<file path="src/include/ex_mem_cfg.svh">
`ifndef EX_MEM_CFG_SVH
`define EX_MEM_CFG_SVH

// datapath and address width of the integer pipeline.
`define XLEN_W 32

// register number width, for 32 architectural registers.
`define REG_W 5

// data memory depth in 32-bit words, must be a power of two.
`define DMEM_WORDS 256

// register written by jal.
`define LINK_REG 31

`endif

</file>
<file path="src/ex_mem_pkg.sv">
`include "ex_mem_cfg.svh"

package ex_mem_pkg;

   // pipeline control level from the hazard unit. the spare code acts as a stall.
   typedef enum logic [1:0] {
      ctrl_go     = 2'b00,
      ctrl_squash = 2'b01,
      ctrl_stall  = 2'b10,
      ctrl_rsvd   = 2'b11
   } pipe_ctrl_e;

   typedef enum logic [3:0] {
      alu_add  = 4'd0,
      alu_sub  = 4'd1,
      alu_and  = 4'd2,
      alu_or   = 4'd3,
      alu_xor  = 4'd4,
      alu_nor  = 4'd5,
      alu_slt  = 4'd6,
      alu_sltu = 4'd7,
      alu_sll  = 4'd8,
      alu_srl  = 4'd9,
      alu_sra  = 4'd10,
      alu_lui  = 4'd11
   } alu_op_e;

   typedef enum logic [1:0] {
      size_byte = 2'b00,
      size_half = 2'b01,
      size_word = 2'b10
   } mem_size_e;

   // decoded instruction as it leaves the decode/execute boundary.
   typedef struct packed {
      logic [`XLEN_W-1:0] pc4;
      logic [`XLEN_W-1:0] bus_a;
      logic [`XLEN_W-1:0] bus_b;
      logic [`XLEN_W-1:0] imm32;
      logic [4:0]         shamt;
      alu_op_e            alu_op;
      logic               alu_src;
      logic               mem_rd;
      logic               mem_wr;
      logic               reg_wr;
      logic               branch;
      logic               jr;
      logic               jump;
      logic               link;
      logic               op0;
      mem_size_e          dsize;
      logic [`REG_W-1:0]  rd;
   } id_ex_t;

   // fresh marks an entry loaded on a go edge, so nothing acts on it twice.
   typedef struct packed {
      logic [`XLEN_W-1:0] alu_res;
      logic [`XLEN_W-1:0] store_data;
      logic [`XLEN_W-1:0] link_val;
      logic               mem_rd;
      logic               mem_wr;
      logic               reg_wr;
      logic               link;
      logic               op0;
      mem_size_e          dsize;
      logic [`REG_W-1:0]  rd;
      logic               fresh;
   } ex_mem_t;

   typedef struct packed {
      logic               taken;
      logic [`XLEN_W-1:0] target;
   } redirect_t;

   typedef struct packed {
      logic               valid;
      logic [`REG_W-1:0]  rd;
      logic [`XLEN_W-1:0] data;
   } wb_t;

endpackage

</file>
<file path="src/branch_unit.sv">
`timescale 1ns/1ns
`include "ex_mem_cfg.svh"

module branch_unit (
   input  ex_mem_pkg::id_ex_t       id_ex,
   output ex_mem_pkg::redirect_t    redirect,
   output logic [`XLEN_W-1:0]       link_val
);

   logic               operands_eq;
   logic               branch_cond;
   logic [`XLEN_W-1:0] branch_target;
   logic [`XLEN_W-1:0] jump_target;

   assign operands_eq = (id_ex.bus_a == id_ex.bus_b);

   // op0 flips the sense, so op0 set gives bne and clear gives beq.
   assign branch_cond = id_ex.branch && (operands_eq != id_ex.op0);

   // the immediate counts words relative to the incremented pc.
   assign branch_target = id_ex.pc4 + {id_ex.imm32[`XLEN_W-3:0], 2'b00};

   // jumps stay inside the current 256 MB region.
   assign jump_target = {id_ex.pc4[`XLEN_W-1:`XLEN_W-4], id_ex.imm32[25:0], 2'b00};

   always_comb begin
      redirect.taken  = 1'b0;
      redirect.target = branch_target;
      if (id_ex.jr) begin
         redirect.taken  = 1'b1;
         redirect.target = id_ex.bus_a;
      end else if (id_ex.jump) begin
         redirect.taken  = 1'b1;
         redirect.target = jump_target;
      end else if (branch_cond) begin
         redirect.taken  = 1'b1;
      end
   end

   // return address for jal and jalr.
   assign link_val = id_ex.pc4;

endmodule

</file>
<file path="config.mk">
export PLATFORM = sky130hd
export DESIGN_NAME = branch_unit
export DESIGN_NICKNAME = d
export VERILOG_FILES = /design/src/ex_mem_pkg.sv /design/src/branch_unit.sv
export VERILOG_INCLUDE_DIRS = /design/src /design/src/include
export SDC_FILE = /design/constraint.sdc
export NUM_CORES = 1
export LEC_CHECK = 0
export BUFFER_PORTS_ARGS = -buffer_cell sky130_fd_sc_hd__buf_2
export CAP_MARGIN = 10
export CORE_MARGIN = 2
export CORE_UTILIZATION = 38
export DETAILED_ROUTE_END_ITERATION = 12
export GPL_ROUTABILITY_DRIVEN = 0
export PLACE_DENSITY = 0.85
export RECOVER_POWER = 50
export SLEW_MARGIN = 25
export SYNTH_ARGS = -nofsm -noshare
export SYNTH_HDL_FRONTEND = slang
export SYNTH_SLANG_ARGS = --single-unit
export TNS_END_PERCENT = 50
</file>
<file path="constraint.sdc">
create_clock -name vclk -period 2
set_input_delay 0.1 -clock vclk [all_inputs]
set_output_delay 0.1 -clock vclk [all_outputs]
set_load 0.005 [all_outputs]
</file>
### After elaboration in Yosys (flattened, before gate mapping)

Cells that the tools add are included.

* reductions and logical operators: 1
* add/sub/neg operators: 1
* equal/unequal tests: 2
* muxes and demuxes: 4

Operators with widths (count)
* 33-bit 2-to-1 mux: 1
* 32-bit adder: 1
* 32-bit == test: 1
* 32-bit 2-to-1 mux: 1
* 1-bit 2-to-1 mux: 2
* 1-bit logical AND: 1
* 1-bit inequality test: 1

* output and inout port bits: 65
* flip-flop bits (word level): 0
* word-level logic and storage cells: 8

### Depth between registers and ports, before layout

Gate-level depths: netlist of run 1.

* word-level depth: 6
* mapped depth: 11
* depth with buffers taken out: 11

### Worst setup path after synthesis of run 1

No wires, ideal clock.

* path kind: input -> output
* start: input id_ex[25] (netlist name)
* end: output redirect[26] (netlist name)
* cell stages on the path: 11
* data arrival time: 2114 ps
* slack: -214 ps
* data required time: 1900 ps
* path through: ha_1 > inv_1 > fa_1 > nor2b_1 > o21a_1 > o21ai_0 > a211oi_1 > o21ai_1 > a31oi_1 > mux2_2 > nor2_1

RTL lines
* from (decl): line branch_unit.sv:5 `input ex_mem_pkg::id_ex_t id_ex,`
* to (decl): line branch_unit.sv:6 `output ex_mem_pkg::redirect_t redirect,`

==> results.md, run 1 <==
- Crit end category: output pin
- Synth Instances: 391
- Drt first pass iters: 5
- Final Cycle Share: 1.19
- Vias: 3,934
- Synth top area cells: ha_1 13%, xnor2_1 13%, buf_4 8.6%
- Most frequent cell after synthesis: xnor2_1
- Hold Path End: link_val[2]
- Layout cells sized above 1: 0.540
- Global-route wire length before repair: 17,900 um
- Required @ worst endpoint: 1.90 ns
- Crit path DAT: 2.27 ns
- Max Slew Vio Count: 0
- Leak: 2.15 nW
- Post-synth top cells: 41 x xnor2_1, 32 x buf_4, 31 x nand2_1
- Mapped Area: 2800 um^2
- Outcome: finished with violations
- Num ports: 218
- Max Clock Freq: 0.422 GHz
- DRT Wirelength: 12,000 um
- DR vias/cell: 5.51
- Die Wd: 89.8 um
- Hold Path Depth: 2
- Final Setup Violations: 23
- DRC errors left: 0
- Final core utilization: 0.642
- Worst slack, placed: -0.573 ns
- Final Hold Fails: 0
- Fin Hold WS: 0.375 ns
- Critical Path Max Stage Delay: 0.26 ns
- Number of global-route vias before repair: 3,912
- Final WS setup: -0.372 ns
- Synthesis-to-layout area growth: 64.8%
- Synthesis Warnings: 0
- Yosys top cell by area: ha_1
- Largest net degree at the start of global routing: 47
- Final-layout clock buffer total: 0
- Port bufs: 195
- Critical path cell sequence: buf_8 > ha_4 > inv_2 > fa_2 > nor2b_2 > o21a_1 > o21ai_2 > a211oi_4 > buf_4 > or2_4 > a31oi_4 > mux2i_1 > a2bb2oi_1 > buf_2
- Slew HR: 0.735
- Crit path kind: input pin to output pin
- CP max stage cell: or2_4
- Hold WC Path Type: input pin to output pin
- Max-capacitance violation count: 0
- Yosys top cell area share: 0.130
- ANT nets after route: 0
- Peak VDD IR: 0.143 mV
- GRT Util Overall: 0.263
- DRT iter0 DRCs: 199
- Multi-input gate area: 2840 um^2
- Register area: 0 um^2
- Critical Path Start Type: input pin
- Gr ovfl total: 0
- Final sequential cell count: 0
- Pwr/cell area: 299 nW/um^2
- Register area share after synthesis: 0
- Least-Margin Pin Slew: 0.392 ns
- Nets: 800
- Initial antenna violation count: 0
- Mapped Nets: 574
- HP Start: id_ex[123]
- Die Y: 89.8 um
- Row cnt: 31
- Min Clock Period, post-route: 2.37 ns
- DPL Wire Length: 9540 um
- Overall power: 0.00138 W
- Initial Util: 0.390
- Ant diodes: 0
- Core ar.: 7180 um^2
- Die area: 8060 um^2
- Crit Path Max Fanout: 3
- Fill count: 619
- Synth cell types: 64
- WL/cell: 16.8 um
- Unrepaired setup endpoints after global routing: true
- Failing checks: negative setup slack
- Syn Area/Cell: 7.16 um^2
-- worst max-delay path: cells and delay by family --
family / cells / cell delay [ns]
and+or+nand+nor: 2 / 0.31
AOI/OAI and AO/OA: 5 / 0.81
muxes: 1 / 0.25
adders and majority gates: 2 / 0.36
buffers and inverters: 4 / 0.43
-- kinds of logic (layout without fill, tap and decap cells) --
kind of cell / Yosys count / in the layout / share of synthesized area
muxes: 6 / 6 / 0.0228
AOI/OAI and AO/OA: 142 / 142 / 0.356
and+or+nand+nor: 109 / 109 / 0.200
buffers and inverters: 56 / 280 / 0.134
xor gates and xnor gates: 48 / 48 / 0.150
adders and majority gates: 30 / 30 / 0.137
-- routing by layer --
layer	global-route usage	vias to the layer above	share of wire
met2	0.499	201	0.51
li1	-	1886	-
met1	0.315	1813	0.40
met3	0.0176	34	0.061
met5	0	-	0
met4	0.0808	0	0.034
-- power breakdown --
group | internal, W | switching [W]
registers | 0 | 0
clock network | 0 | 0
logic | 0.000706 | 0.000675
total | 0.000706 | 0.000675
-- layout by cell type, fill, tap and decap left out, drive strengths merged, types with 3 or more instances in the layout --
cell type,netlist,routed
nor3b,4,4
ha,29,29
o22ai,5,5
mux2i,3,3
nor3,9,9
or3,4,4
nor2,18,18
or2,3,3
nand2,31,31
mux2,3,3
o211ai,14,14
nor4,3,3
nand4,10,10
o31ai,3,3
clkbuf,8,13
a22oi,4,4
and3,8,8
a31oi,4,4
o311ai,5,5
and2,5,5
o21ai,24,24
a21oi,29,29
a21boi,5,5
xor2,7,7
xnor2,41,41
buf,37,256
nand3,6,6
inv,11,11
a21o,13,13
o21a,18,18
nor2b,4,4
-- metrics by stage --
step | TNS (ns) | cells | instance area (um^2)
after floorplan | -0.107 | 391 | 2860
after global placement | -7.60 | 706 | 4140
after detailed placement | -8.79 | 706 | 4140
after CTS | -4.73 | 712 | 4480
after global routing | -7.52 | 714 | 4610
final | -4.70 | 714 | 4610
-- how the worst max path moves through the flow --
| stage | cells after the start | start | end | slack (ns) |
|---|---|---|---|---|
| CTS | 11 | id_ex[141] | redirect[29] | -0.35 |
| floorplan | 11 | id_ex[25] | redirect[26] | -0.06 |
| global route | 13 | id_ex[123] | redirect[26] | -0.47 |
| global placement | 12 | id_ex[26] | redirect[27] | -0.48 |
| finish | 14 | id_ex[25] | redirect[22] | -0.37 |
| detailed placement | 12 | id_ex[26] | redirect[27] | -0.57 |
-- final cells by class --
type | instances | share of cell area
multi-input combinational | 335 | 0.616
timing repair buffer | 269 | 0.348
tap | 99 | 0.0269
inverter | 11 | 0.00896
-- repair_timing --
action / 4_1_cts / 5_1_grt
hold buffers: 0 / 0
buffers inserted: 6 / 2
resized for setup: 75 / 26
setup endpoints to repair: 24 / 24
pin swaps: 46 / 18
(Power assumes the default switching activity.)
==> run 2, diff against run 1 <==
Settings changed: BUFFER_PORTS_ARGS -buffer_cell sky130_fd_sc_hd__buf_2 to -buffer_cell sky130_fd_sc_hd__buf_4, CORE_ASPECT_RATIO from default to 0.9, CORE_UTILIZATION 38 to 42, PLACE_DENSITY 0.85 to 0.88.
Clock period 2 ns to 2.5 ns, I/O delays scaled along.
==> results.md, run 2 (same netlist as run 1, synthesis figures left out) <==
- Outcome: finished, final reports clean
- CP max stage cell: fa_2
- Largest net degree at the start of global routing: 29 (-38%)
- Most frequent cells in the layout: 225 x buf_4, 41 x xnor2_1, 30 x nand2_1, 21 x a21oi_1
- Nets: 762 (-4.8%)
- Critical path cell sequence: buf_8 > ha_4 > inv_2 > fa_2 > nor2b_2 > o21a_1 > o21ai_2 > a211oi_2 > buf_4 > o211ai_1 > o211ai_1 > mux2_1 > nor2_1 > buf_4
- DRT iter0 DRCs: 208 (+4.5%)
- Max-capacitance violation count: 0 (unchanged)
- Pwr/cell area: 236 nW/um^2 (-21%)
- Sw Ratio: 0.462 (-0.0270)
- Internal Power: 0.000593 W (-16%)
- Synthesis-to-layout area growth: 66.8%
- Unrepaired setup endpoints after global routing: true
- Leak: 2.13 nW (-0.56%)
- Die Y: 81.4 um (-9.3%)
- Proportion of power drawn by the clock network: 0 (unchanged)
- DRT Wirelength: 11,800 um (-1.9%)
- Slew HR: 0.714 (-0.0215)
- Sequential share of power: 0 (unchanged)
- Final-layout clock buffer total: 0 (unchanged)
- Switching power: 0.000508 W (-25%)
- Final Setup Violations: 0 (-100%)
- Port bufs: 195 (unchanged)
- Die area: 7330 um^2 (-9.1%)
- Crit Path Max Fanout: 3 (unchanged)
- Global-route wire length before repair: 17,600 um (-1.5%)
- DRC errors left: 0 (unchanged)
- WL/cell: 17.6 um (+5.0%)
- Peak VDD IR: 0.112 mV (-21%)
- Crit end category: output pin
- Vias: 3,804 (-3.3%)
- Final sequential cell count: 0 (unchanged)
- Die Wd: 90.0 um (+0.25%)
- Num ports: 218 (unchanged)
- Layout cells sized above 1: 0.508 (-0.0320)
- CP top delay family: compound AO/OA/AOI/OAI gates
- Critical Path Max Stage Delay: 0.36 ns (+0.10 ns)
- Commonest non-fill, non-tap cell in the layout: buf_4
- GRT Util Overall: 0.288 (+0.0252)
- Min Clock Period, post-route: 2.45 ns
- Max Slew Vio Count: 0 (unchanged)
- Initial antenna violation count: 0 (unchanged)
- Critical path buffers and inverters: 4 (unchanged)
- Overall power: 0.00110 W (-20%)
- Fin Hold WS: 0.423 ns (+0.0488 ns)
- ANT nets after route: 0 (unchanged)
- Worst slack, placed: -0.186 ns (+0.386 ns)
- Ant diodes: 0 (unchanged)
- Final WS setup: 0.0522 ns (+0.424 ns)
- Least-Margin Pin Slew: 0.424 ns (+0.0319 ns)
- Crit path DAT: 2.32 ns (+0.05 ns)
- Register area: 0 um^2 (unchanged)
- Critical Path Start Type: input pin
- DPL Wire Length: 9560 um (+0.16%)
- Gr ovfl total: 0 (unchanged)
- Drt first pass iters: 5 (unchanged)
- Required @ worst endpoint: 2.38 ns (+0.48 ns)
- DR vias/cell: 5.70 (+3.5%)
- Core ar.: 6520 um^2 (-9.2%)
- Crit path kind: input pin to output pin
- Row cnt: 28 (-9.7%)
- Number of global-route vias before repair: 3,789 (-3.1%)
- Combinational share of power: 1.000 (about the same)
- Hold_buf cts: 0 (unchanged)
- Final Hold Fails: 0 (unchanged)
- Hold WC Path Type: input pin to output pin
- Final Cycle Share: 0.979
- Max Clock Freq: 0.409 GHz
- Initial Util: 0.429 (+0.0395)
run 2: cell types whose count changed in the layout (fill, tap and decap cells not counted), moves of 5 or more:
cell | previous run | this run
clkbuf_1 | 13 | 0
buf_6 | 7 | 2
a21oi_1 | 16 | 21
o21ai_1 | 8 | 3
o21ai_0 | 10 | 17
buf_2 | 174 | 0
buf_4 | 70 | 225
run 2: repair_timing:
action	CTS	global route
resized for setup	21	48
pin swaps	14	28
buffers inserted	1	5
setup endpoints to repair	17	19
run 2: worst paths after layout:
check / startpoint / to / depth (start not counted)
setup / recovery: id_ex[123] / redirect[28] / 14
hold / removal: id_ex[123] / link_val[2] / 2
run 2: per-stage QoR:
step / std cells / util / cell area [um^2] / setup TNS (ns)
finish: 667 / 0.716 / 4670 / 0
detailed placement: 661 / 0.655 / 4270 / -1.20
floorplan: 391 / - / 2800 / 0
global route: 667 / 0.716 / 4670 / -0.167
CTS: 662 / 0.672 / 4380 / 0
global placement: 661 / 0.655 / 4270 / -0.815
run 2: final cells by class:
class	instances	area [um^2]
Tap cell	90	113
Fill cell	512	1850
Inverter	11	41.3
Timing Repair Buffer	231	1760
Multi-Input combinational cell	335	2750
run 2: power groups by stage:
stage               logic (W)  registers [W]  clock network [W]
CTS                   0.00100              0                  0
detailed placement   0.000966              0                  0
finish                0.00110              0                  0
floorplan            0.000525              0                  0
global placement     0.000939              0                  0
global route          0.00118              0                  0
run 2: layer usage:
| layer | part of all wire | global-route usage | up-vias |
|---|---|---|---|
| met5 | 0 | 0 | - |
| met4 | 0.019 | 0.0877 | 0 |
| met3 | 0.079 | 0.0358 | 20 |
| met2 | 0.51 | 0.554 | 205 |
| met1 | 0.39 | 0.340 | 1774 |
| li1 | - | - | 1805 |
