$ cat config.mk
export PLATFORM = sky130hd
export DESIGN_NAME = ex_mem_reg
export DESIGN_NICKNAME = d
export VERILOG_FILES = /design/src/ex_mem_pkg.sv /design/src/ex_mem_reg.sv
export VERILOG_INCLUDE_DIRS = /design/src /design/src/include
export SDC_FILE = /design/constraint.sdc
export NUM_CORES = 1
export LEC_CHECK = 0
export ABC_AREA = 1
export ABC_CLOCK_PERIOD_IN_PS = 1100
export BUFFER_PORTS_ARGS = -buffer_cell sky130_fd_sc_hd__buf_2
export CORE_AREA = 2 2 153 155
export DETAILED_ROUTE_END_ITERATION = 6
export DIE_AREA = 0 0 155 157
export GPL_ROUTABILITY_DRIVEN = 1
export SLEW_MARGIN = 20
export SYNTH_ARGS = -nofsm -noshare
export SYNTH_HDL_FRONTEND = slang
export SYNTH_SLANG_ARGS = --single-unit
$ cat constraint.sdc
create_clock -name clk -period 1.1 [get_ports clk]
set_input_delay 0.33 -clock clk [delete_from_list [all_inputs] [get_ports clk]]
set_output_delay 0.33 -clock clk [all_outputs]
set_load 0.005 [all_outputs]
$ cat src/include/ex_mem_cfg.svh
`ifndef EX_MEM_CFG_SVH
`define EX_MEM_CFG_SVH

// datapath and address width of the integer pipeline.
`define XLEN_W 32

// register number width, for 32 architectural registers.
`define REG_W 5

// data memory depth in 32-bit words, must be a power of two.
`define DMEM_WORDS 256

// register written by jal.
`define LINK_REG 31

`endif

$ cat src/ex_mem_pkg.sv
`include "ex_mem_cfg.svh"

package ex_mem_pkg;

   // pipeline control level from the hazard unit. the spare code acts as a stall.
   typedef enum logic [1:0] {
      ctrl_go     = 2'b00,
      ctrl_squash = 2'b01,
      ctrl_stall  = 2'b10,
      ctrl_rsvd   = 2'b11
   } pipe_ctrl_e;

   typedef enum logic [3:0] {
      alu_add  = 4'd0,
      alu_sub  = 4'd1,
      alu_and  = 4'd2,
      alu_or   = 4'd3,
      alu_xor  = 4'd4,
      alu_nor  = 4'd5,
      alu_slt  = 4'd6,
      alu_sltu = 4'd7,
      alu_sll  = 4'd8,
      alu_srl  = 4'd9,
      alu_sra  = 4'd10,
      alu_lui  = 4'd11
   } alu_op_e;

   typedef enum logic [1:0] {
      size_byte = 2'b00,
      size_half = 2'b01,
      size_word = 2'b10
   } mem_size_e;

   // decoded instruction as it leaves the decode/execute boundary.
   typedef struct packed {
      logic [`XLEN_W-1:0] pc4;
      logic [`XLEN_W-1:0] bus_a;
      logic [`XLEN_W-1:0] bus_b;
      logic [`XLEN_W-1:0] imm32;
      logic [4:0]         shamt;
      alu_op_e            alu_op;
      logic               alu_src;
      logic               mem_rd;
      logic               mem_wr;
      logic               reg_wr;
      logic               branch;
      logic               jr;
      logic               jump;
      logic               link;
      logic               op0;
      mem_size_e          dsize;
      logic [`REG_W-1:0]  rd;
   } id_ex_t;

   // fresh marks an entry loaded on a go edge, so nothing acts on it twice.
   typedef struct packed {
      logic [`XLEN_W-1:0] alu_res;
      logic [`XLEN_W-1:0] store_data;
      logic [`XLEN_W-1:0] link_val;
      logic               mem_rd;
      logic               mem_wr;
      logic               reg_wr;
      logic               link;
      logic               op0;
      mem_size_e          dsize;
      logic [`REG_W-1:0]  rd;
      logic               fresh;
   } ex_mem_t;

   typedef struct packed {
      logic               taken;
      logic [`XLEN_W-1:0] target;
   } redirect_t;

   typedef struct packed {
      logic               valid;
      logic [`REG_W-1:0]  rd;
      logic [`XLEN_W-1:0] data;
   } wb_t;

endpackage

$ cat src/ex_mem_reg.sv
`timescale 1ns/1ns
`include "ex_mem_cfg.svh"

module ex_mem_reg (
   input  logic                     clk,
   input  logic                     rst,
   input  ex_mem_pkg::pipe_ctrl_e   ctrl,
   input  ex_mem_pkg::id_ex_t       id_ex,
   input  logic [`XLEN_W-1:0]       alu_res,
   input  logic [`XLEN_W-1:0]       link_val,
   input  ex_mem_pkg::redirect_t    redirect_d,
   output ex_mem_pkg::ex_mem_t      ex_mem,
   output ex_mem_pkg::redirect_t    redirect
);

   import ex_mem_pkg::*;

   ex_mem_t ex_mem_d;

   // store data is always the second register operand.
   always_comb begin
      ex_mem_d.alu_res    = alu_res;
      ex_mem_d.store_data = id_ex.bus_b;
      ex_mem_d.link_val   = link_val;
      ex_mem_d.mem_rd     = id_ex.mem_rd;
      ex_mem_d.mem_wr     = id_ex.mem_wr;
      ex_mem_d.reg_wr     = id_ex.reg_wr;
      ex_mem_d.link       = id_ex.link;
      ex_mem_d.op0        = id_ex.op0;
      ex_mem_d.dsize      = id_ex.dsize;
      ex_mem_d.rd         = id_ex.rd;
      ex_mem_d.fresh      = 1'b1;
   end

   always_ff @(posedge clk or negedge rst) begin
      if (!rst) begin
         ex_mem.mem_wr  <= 1'b0;
         ex_mem.reg_wr  <= 1'b0;
         ex_mem.fresh   <= 1'b0;
         redirect.taken <= 1'b0;
      end else begin
         case (ctrl)
            ctrl_go: begin
               ex_mem   <= ex_mem_d;
               redirect <= redirect_d;
            end
            ctrl_squash: begin
               ex_mem.mem_wr  <= 1'b0;
               ex_mem.reg_wr  <= 1'b0;
               ex_mem.fresh   <= 1'b0;
               redirect.taken <= 1'b0;
            end
            // a held entry keeps its fields but must not act a second time.
            default: begin
               ex_mem.fresh   <= 1'b0;
               redirect.taken <= 1'b0;
            end
         endcase
      end
   end

endmodule

# Word-level counts from Yosys, hierarchy flattened
# Cells that the tools add are included.
[classes] eq_ne=1 muxes=3 n_reduce_logical=3
[ops] operator="$pmux 2 s2" count=1
[ops] operator="$eq 2x1->1 const B" count=1
[ops] operator="$logic_not 2->1" count=1
[ops] operator="$mux 1" count=2
[ops] operator="$reduce_and 2->1" count=1
[ops] operator="$reduce_bool 2->1" count=1
[word_totals] input_bits=254 output_inout_bits=142 register_bits=142 wordCells=20

# Depth between registers and ports, before layout
# Gate-level depths: netlist of the first run.
[logic_depth] word_depth=2 ltp_mapped=3 depth_no_buf=3

# Worst setup path after synthesis of the first run
# Ideal clock, no wire load.
[synth_path] kind="in2reg" start="input port ctrl[0]" end="register ex_mem[100] (netlist bit), enable pin" n_path_buf=0 required_time_ps=459 stages=3 t_arrival_ps=6287 slack_ps=-5828 setup_time_ps=641 path_cell_list="nor2_4 inv_2 nor2_1"
[synth_via] elab_chain_len=2
[synth_rtl] item="from (decl)" line="ex_mem_reg.sv:7" source="input ex_mem_pkg::pipe_ctrl_e ctrl,"
[synth_rtl] item="$logic_not 2->1" line="ex_mem_reg.sv:42" source="case (ctrl)"
[synth_rtl] item="$reduce_and 2->1 (no source line)"
[synth_rtl] item="to (signal assigned)" line="ex_mem_reg.sv:44" source="ex_mem <= ex_mem_d;"
[synth_rtl] item="to (decl)" line="ex_mem_reg.sv:12" source="output ex_mem_pkg::ex_mem_t ex_mem,"
# No other way between the ends.
# A chain may end at the register's enable or synchronous reset.

# Final worst setup path of the first run
[layout_path] start="register ex_mem[77] (netlist bit)" end="output port ex_mem[77] (netlist bit)"
# No word-level cell between the ends.

==> results.cfg, run 1 <==
[logic_synthesis]
yosys.area.top_type = edfxtp_1
yosysWarnings = 0
ys_seq_area_share_pct = 98.8
synth_cell_type_count = 7
yosys-top-cells-area = edfxtp_1 96%, dfrtp_1 2.3%, nand2_1 0.52%, nor2_4 0.26%, inv_1 0.17%
yosysMostFrequentCell = edfxtp_1
syn_inst = 154
synth_edf_count = 138
ys_top_cells_by_count = 138 x edfxtp_1, 6 x nand2_1, 4 x dfrtp_1
syn_avg_cell_area_um2 = 27.9
syn_nets = 408
async_flop_share_pct = 2.82
synth_top_area_share_pct = 96.4
synth-main-ff-cell = edfxtp_1
yosys_register_bits = 142
synth_area_um2 = 4300

[place]
gp_congestion = 0.707
port_buffers = 286
hpwl_mm = 9.20
pre_cts_ws_ps = -382
placedCellCount = 741
placed_area_um2 = 6290

[timing]
tightest_slew_ps = 220
fin_ws_ps = -191
skew_ps = 0
slew_headroom_pct = 85.4
tns_ps = -17860
period_needed_ps = 1290
finalCritPeriodShare_pct = 117
fmax_ghz = 0.775
slew_viol_final = 0
rsz0062_at_grt = true
finalHoldViolCount = 0
hold_ws_ps = 81.6
setup_viol = 142

[worst_setup_path]
crit_cells = 1
cp_max_fo = 1
cp_num_buf_inv = 1
cp.required_ps = 770
path_delay_family = flip-flops
start_kind = flop
cp.arrival_ps = 960
critPathKind = flop to output pin
cpMaxStageDelayCell = edfxtp_1
end_kind = output pin
worstRegToRegCells = 2
cpPeakStageDelay_ps = 410
crit_chain = buf_2

[clocking]
cts.sinks = 142
clk_latency_ps = 400
cts_tree = done
htree_levels = 4
clk_path_buf_depth = 2
cts.clk_slew.worst_paths_ps = 60
numCtsBuffers = 17
cts_root_buf = clkbuf_16

[floorplan]
initial_core_util_pct = 19.1
core_area_um2 = 22500
io_pins = 396
die_h_um = 157
rows = 55
fp.dieW_um = 155
die_area_um2 = 24300

[global_route]
track_usage_pct = 9.33
grt_pass1_vias = 2750
antenna_found_initial = 5
grt_pass1_wl_mm = 16.2
grt_overflow = 0
grt_max_degree = 27

[drt]
dr_total_vias = 2698
firstDrtPassIters = 3
drc = 0
detail_route.wl_per_cell_um = 15.0
final_antenna_net_count = 0
routed_wl_mm = 11.6
drt_iter0_drc = 115
viasPerCell = 3.48

[run]
cap_viol_max_count = 0

[finish]
postLayoutCellArea_um2 = 6880
final_nets = 730
fin_util_pct = 30.6
largest_reg_flops = 109
fin_cells = 775
area_growth_pct = 60.1
drive_gt1_share_pct = 67.8

[pwr]
p_per_area_nw_per_um2 = 1800
vdd_drop_max_v = 0.000833
p_leak_nw = 2.87
finalPower_mw = 12.4

[min_path]
hold_depth = 2
min_path_type = input port to flop

[status]
violations = negative setup slack
status = finished, violations left
[metal layers]
metal	GRT usage (%)	part of all wire, %
met2	15.1	49
met5	0	0.35
met4	4.06	1.7
met3	6.03	12
met1	9.54	37
[report_power, final]
part | internal [mW] | total [mW] | switching (mW)
sequential | 6.22 | 6.28 | 0.0594
combinational | 0.396 | 0.714 | 0.319
clock | 3.29 | 5.39 | 2.10
[path summary, 6_finish.rpt]
| check | slack, ps | endpoint | startpoint |
|---|---|---|---|
| max in group asynchronous | 640 | ex_mem[10] | rst |
| min | 80 | ex_mem[0] | ctrl[0] |
| min in group asynchronous | 350 | ex_mem[11] | rst |
| max reg2reg | 490 | ex_mem[10] | ex_mem[10] |
| min reg2reg | 480 | ex_mem[11] | ex_mem[11] |
| max | -190 | ex_mem[77] | ex_mem[77] |
[placed cells by master, fill, tap and decap left out, drive strengths merged]
master and n:
diode 2, nor2 3, clkinv 9, dlygate4sd3 1, clkinvlp 1, nand2 6, dfrtp 4, buf 302
edfxtp 138, bufinv 2, inv 4, clkbuf 18
[logic make-up after synthesis]
| kind of cell | count (synthesis) | synth area share [%] |
|---|---|---|
| flops | 142 | 98.8 |
| simple gates | 9 | 0.961 |
| buf+inv | 3 | 0.262 |
[layout make-up]
type	count	area [um^2]
clock inverters	13	124
well taps	285	357
flip-flops and latches	142	4240
fillers	2247	15600
inverters	3	11.3
diodes	2	5.00
clock buffers	18	429
repair buffers	303	1660
multi-input cells	9	48.8
[what timing repair did]
action	CTS	global route
hold buffers	1	0
setup endpoints to repair	142	159
resized for setup	0	5
gates cloned	0	0
hold endpoints to repair	4	0
setup buffers	0	0
Power figures use the tool's default switching activity.
==> run 2, diff against run 1 <==
--- a/config.mk
+++ b/config.mk
@@ -13,6 +13,7 @@
 export DETAILED_ROUTE_END_ITERATION = 6
 export DIE_AREA = 0 0 155 157
 export GPL_ROUTABILITY_DRIVEN = 1
+export SETUP_SLACK_MARGIN = 0.2
 export SLEW_MARGIN = 20
 export SYNTH_ARGS = -nofsm -noshare
 export SYNTH_HDL_FRONTEND = slang
==> constraint.sdc (replaced) <==
create_clock -name clk -period 1.1 [get_ports clk]
set_input_delay 0.33 -clock clk [delete_from_list [all_inputs] [get_ports clk]]
set_output_delay 0.33 -clock clk [all_outputs]
set_load 0.01 [all_outputs]
==> results.cfg, run 2 (synthesized netlist as in run 1, its figures left out) <==
[finish]
register_area_um2 = 4240
final_nets = 764
layout_common_cells = 274 x buf_2, 138 x edfxtp_1, 20 x clkbuf_16, 20 x buf_6, 16 x buf_12
fill_cells = 2183
largest_reg_flops = 109
fin_cells = 809
multi_input_area_um2 = 48.8
postLayoutCellArea_um2 = 7670
final_common_cell = buf_2
drive_gt1_share_pct = 69.9
area_growth_pct = 78.6

[floorplan]
die_area_um2 = 24300
die_h_um = 157
core_area_um2 = 22500
io_pins = 396
rows = 55
fp.dieW_um = 155
initial_core_util_pct = 19.1

[global_route]
grt_overflow = 0
track_usage_pct = 10.1
grt_pass1_vias = 2925
grt_max_degree = 17
antenna_found_initial = 4
grt_pass1_wl_mm = 17.5

[clocking]
cts_tree = done
clk_latency_ps = 400
cts.clk_slew.worst_paths_ps = 60
clk_path_buf_depth = 2
htree_levels = 4
cts.sinks = 142
numCtsBuffers = 17
cts_root_buf = clkbuf_16

[timing]
setup_viol = 213
fmax_ghz = 0.765
skew_ps = 0
finalHoldViolCount = 0
tightest_slew_ps = 176
slew_viol_final = 0
fin_ws_ps = -207
rsz0062_at_grt = true
period_needed_ps = 1310
finalCritPeriodShare_pct = 119
slew_headroom_pct = 88.2

[drt]
drc = 0
dr_total_vias = 2835
viasPerCell = 3.50
detail_route.wl_per_cell_um = 15.6
final_antenna_net_count = 0
firstDrtPassIters = 4
drt_iter0_drc = 101
routed_wl_mm = 12.7

[worst_setup_path]
critPathKind = flop to output pin
end_kind = output pin
cp.arrival_ps = 980
worstRegToRegCells = 2
cpPeakStageDelay_ps = 410
start_kind = flop
cpMaxStageDelayCell = edfxtp_1
cp_max_fo = 1
path_delay_family = flip-flops
cp_num_buf_inv = 1
crit_chain = buf_2
cp.required_ps = 770
crit_cells = 1

[min_path]
min_path_type = input port to flop
hold_depth = 1

[place]
placedCellCount = 741
pre_cts_ws_ps = -382
port_buffers = 286
hpwl_mm = 9.20
gp_congestion = 0.707
placed_area_um2 = 6290

[status]
violations = negative setup slack
status = finished, violations left

[pwr]
p_per_area_nw_per_um2 = 1660
p_leak_nw = 3.21
vdd_drop_max_v = 0.000835

[run]
cap_viol_max_count = 0
-- run 2: cell count changes in the layout (fill, tap and decap cells not counted) --
cell,before,now
buf_12,5,16
buf_8,0,8
clkbuf_16,17,20
buf_6,3,20
buf_4,9,4
buf_16,1,11
buf_2,284,274
-- run 2: metrics by stage --
stage	hold WS, ps	total power, mW	setup TNS [ps]	utilization [%]
floorplan	34.4	6.62	-254760	-
detailed placement	238	7.22	-47060	27.9
finish	95.3	12.8	-21730	34.1
global route	60.6	13.3	-31440	34.1
CTS	62.8	12.9	-27720	33.3
global placement	236	7.20	-45260	27.9
-- run 2: per-layer routing --
| layer | GRT usage [%] | vias to the layer above | part of all wire, % |
|---|---|---|---|
| met5 | 0 | - | 0.19 |
| li1 | - | 1334 | - |
| met4 | 4.06 | 4 | 1.5 |
| met2 | 16.9 | 182 | 50 |
| met3 | 5.62 | 15 | 11 |
| met1 | 10.6 | 1300 | 38 |
-- run 2: repair_timing --
action	in CTS	in global routing
resized for setup	41	17
setup buffers	18	3
endpoints found under the hold margin	4	0
hold buffers	1	0
endpoints found under the setup margin	273	276
pin swaps	2	2
cloned	10	3
-- run 2: report_power, final --
group	total (mW)	switching (mW)	internal, mW
clock network	5.40	2.11	3.29
logic	1.07	0.465	0.607
registers	6.29	0.0634	6.22
-- run 2: layout make-up --
cell class | instances | area share [%]
multi-input cells | 9 | 0.636
clock buffers | 18 | 5.59
repair buffers | 337 | 32.0
diodes | 2 | 0.0652
inverters | 3 | 0.147
flip-flops and latches | 142 | 55.3
clock inverters | 13 | 1.61
well taps | 285 | 4.65
-- run 2: worst paths after layout --
| path | startpoint | to | slack, ps |
|---|---|---|---|
| max reg2reg | ex_mem[10] | ex_mem[10] | 480 |
| min reg2reg | ex_mem[11] | ex_mem[11] | 480 |
| max in group asynchronous | rst | redirect[32] | 650 |
| min in group asynchronous | rst | ex_mem[11] | 350 |
| max | ex_mem[77] | ex_mem[77] | -210 |
| min | alu_res[3] | ex_mem[80] | 100 |
==> run 3, diff against run 2 <==
--- a/config.mk
+++ b/config.mk
@@ -13,6 +13,7 @@
 export DETAILED_ROUTE_END_ITERATION = 6
 export DIE_AREA = 0 0 155 157
 export GPL_ROUTABILITY_DRIVEN = 1
+export PLACE_DENSITY = 0.57
 export SETUP_SLACK_MARGIN = 0.2
 export SLEW_MARGIN = 20
 export SYNTH_ARGS = -nofsm -noshare
==> constraint.sdc (replaced) <==
create_clock -name clk -period 1.1 [get_ports clk]
set_input_delay 0.33 -clock clk [delete_from_list [all_inputs] [get_ports clk]]
set_output_delay 0.33 -clock clk [all_outputs]
set_load 0.02 [all_outputs]
==> results.cfg, run 3 (synthesized netlist as in run 1, its figures left out) <==
[clocking]
numCtsBuffers = 17
htree_levels = 4
cts.sinks = 142
clk_path_buf_depth = 2
clk_latency_ps = 410
cts.clk_slew.worst_paths_ps = 70
cts_tree = done
cts_root_buf = clkbuf_16

[place]
gp_congestion = 0.689
placedCellCount = 740
port_buffers = 286
hpwl_mm = 9.00

[timing]
fmax_ghz = 0.757
finalHoldViolCount = 0
tightest_slew_ps = 176
period_needed_ps = 1320
tns_ps = -25610
slew_headroom_pct = 88.3
fin_ws_ps = -222
slew_viol_final = 0
setup_viol = 212
rsz0062_at_grt = true
hold_ws_ps = 88.1
finalCritPeriodShare_pct = 120
skew_ps = 0

[floorplan]
die_area_um2 = 24300
die_h_um = 157
fp.dieW_um = 155
core_area_um2 = 22500
io_pins = 396
initial_core_util_pct = 19.1
rows = 55

[worst_setup_path]
cp.arrival_ps = 990
cp.required_ps = 770
path_delay_family = flip-flops
cp_max_fo = 1
start_kind = flop
end_kind = output pin
cpMaxStageDelayCell = edfxtp_1
cp_num_buf_inv = 1
crit_chain = buf_6
critPathKind = flop to output pin
cpPeakStageDelay_ps = 430

[finish]
largest_reg_flops = 109
final_nets = 773
fill_cells = 2110
layout_common_cells = 179 x buf_2, 138 x edfxtp_1, 123 x buf_6
diodes = 0
drive_gt1_share_pct = 71.2
fin_cells = 817
final_common_cell = buf_2
register_area_um2 = 4240
fin_util_pct = 37.5
area_growth_pct = 96.4
multi_input_area_um2 = 48.8

[run]
cap_viol_max_count = 0

[pwr]
p_leak_nw = 3.49
clock_power_share_pct = 42.0
finalPower_mw = 13.5
p_per_area_nw_per_um2 = 1600
p_comb_share_pct = 11.1
p_seq_share_pct = 46.9
p_int_mw = 10.4
swShare_pct = 22.7
vdd_drop_max_v = 0.000813
p_sw_mw = 3.07

[global_route]
grt_overflow = 0
antenna_found_initial = 0
grt_max_degree = 17
grt_pass1_wl_mm = 17.7
track_usage_pct = 10.3
grt_pass1_vias = 2935

[status]
status = finished, violations left
violations = negative setup slack

[drt]
drc = 0
drt_iter0_drc = 99
firstDrtPassIters = 4
viasPerCell = 3.52
routed_wl_mm = 12.9
detail_route.wl_per_cell_um = 15.8
final_antenna_net_count = 0
dr_total_vias = 2878

[min_path]
min_path_type = input port to flop
-- run 3: per-stage QoR --
stage                     worst slack, ps  instance area (um^2)
after floorplan                     -1850                  4300
after global placement               -338                  6270
after detailed placement             -354                  6270
after CTS                            -276                  8050
after global routing                 -269                  8440
final                                -222                  8440
-- run 3: what timing repair did --
item,in CTS,in global routing
buffers inserted,25,3
cloned,16,0
endpoints found under the hold margin,4,0
hold buffers,1,0
endpoints found under the setup margin,278,280
resized for setup,161,106
pin swaps,2,2
-- run 3: worst paths after layout --
kind	startpoint	slack, ps	cells past startpoint	to
max reg2reg	ex_mem[11]	440	2	ex_mem[11]
min in group asynchronous	rst	360	3	ex_mem[10]
min reg2reg	ex_mem[10]	510	2	ex_mem[10]
max	ex_mem[93]	-220	1	ex_mem[93]
min	id_ex[0]	90	1	ex_mem[1]
max in group asynchronous	rst	640	3	ex_mem[11]
-- run 3: cell type report --
class                      count  share of cell area, %
multi-input combinational      9                  0.578
timing repair buffer         346                   37.9
tap                          285                   4.22
inverter                       3                  0.133
clock buffer                  17                   5.04
clock inverter                15                   1.87
sequential                   142                   50.3
-- run 3: routing by layer --
layer,up-vias,global-route usage (%),share of wire (%)
li1,1357,-,-
met1,1321,11.6,38
met2,192,16.7,49
met3,8,5.64,12
met4,0,2.91,0.85
met5,-,0,0
-- run 3: power groups by stage --
stage / Combinational, mW / Clock, mW / Sequential [mW]
after detailed placement: 1.01 / 0 / 6.40
after floorplan: 0.0658 / 0 / 6.74
after CTS: 1.40 / 5.89 / 6.31
after global routing: 1.58 / 6.12 / 6.35
final: 1.50 / 5.66 / 6.33
after global placement: 0.995 / 0 / 6.39
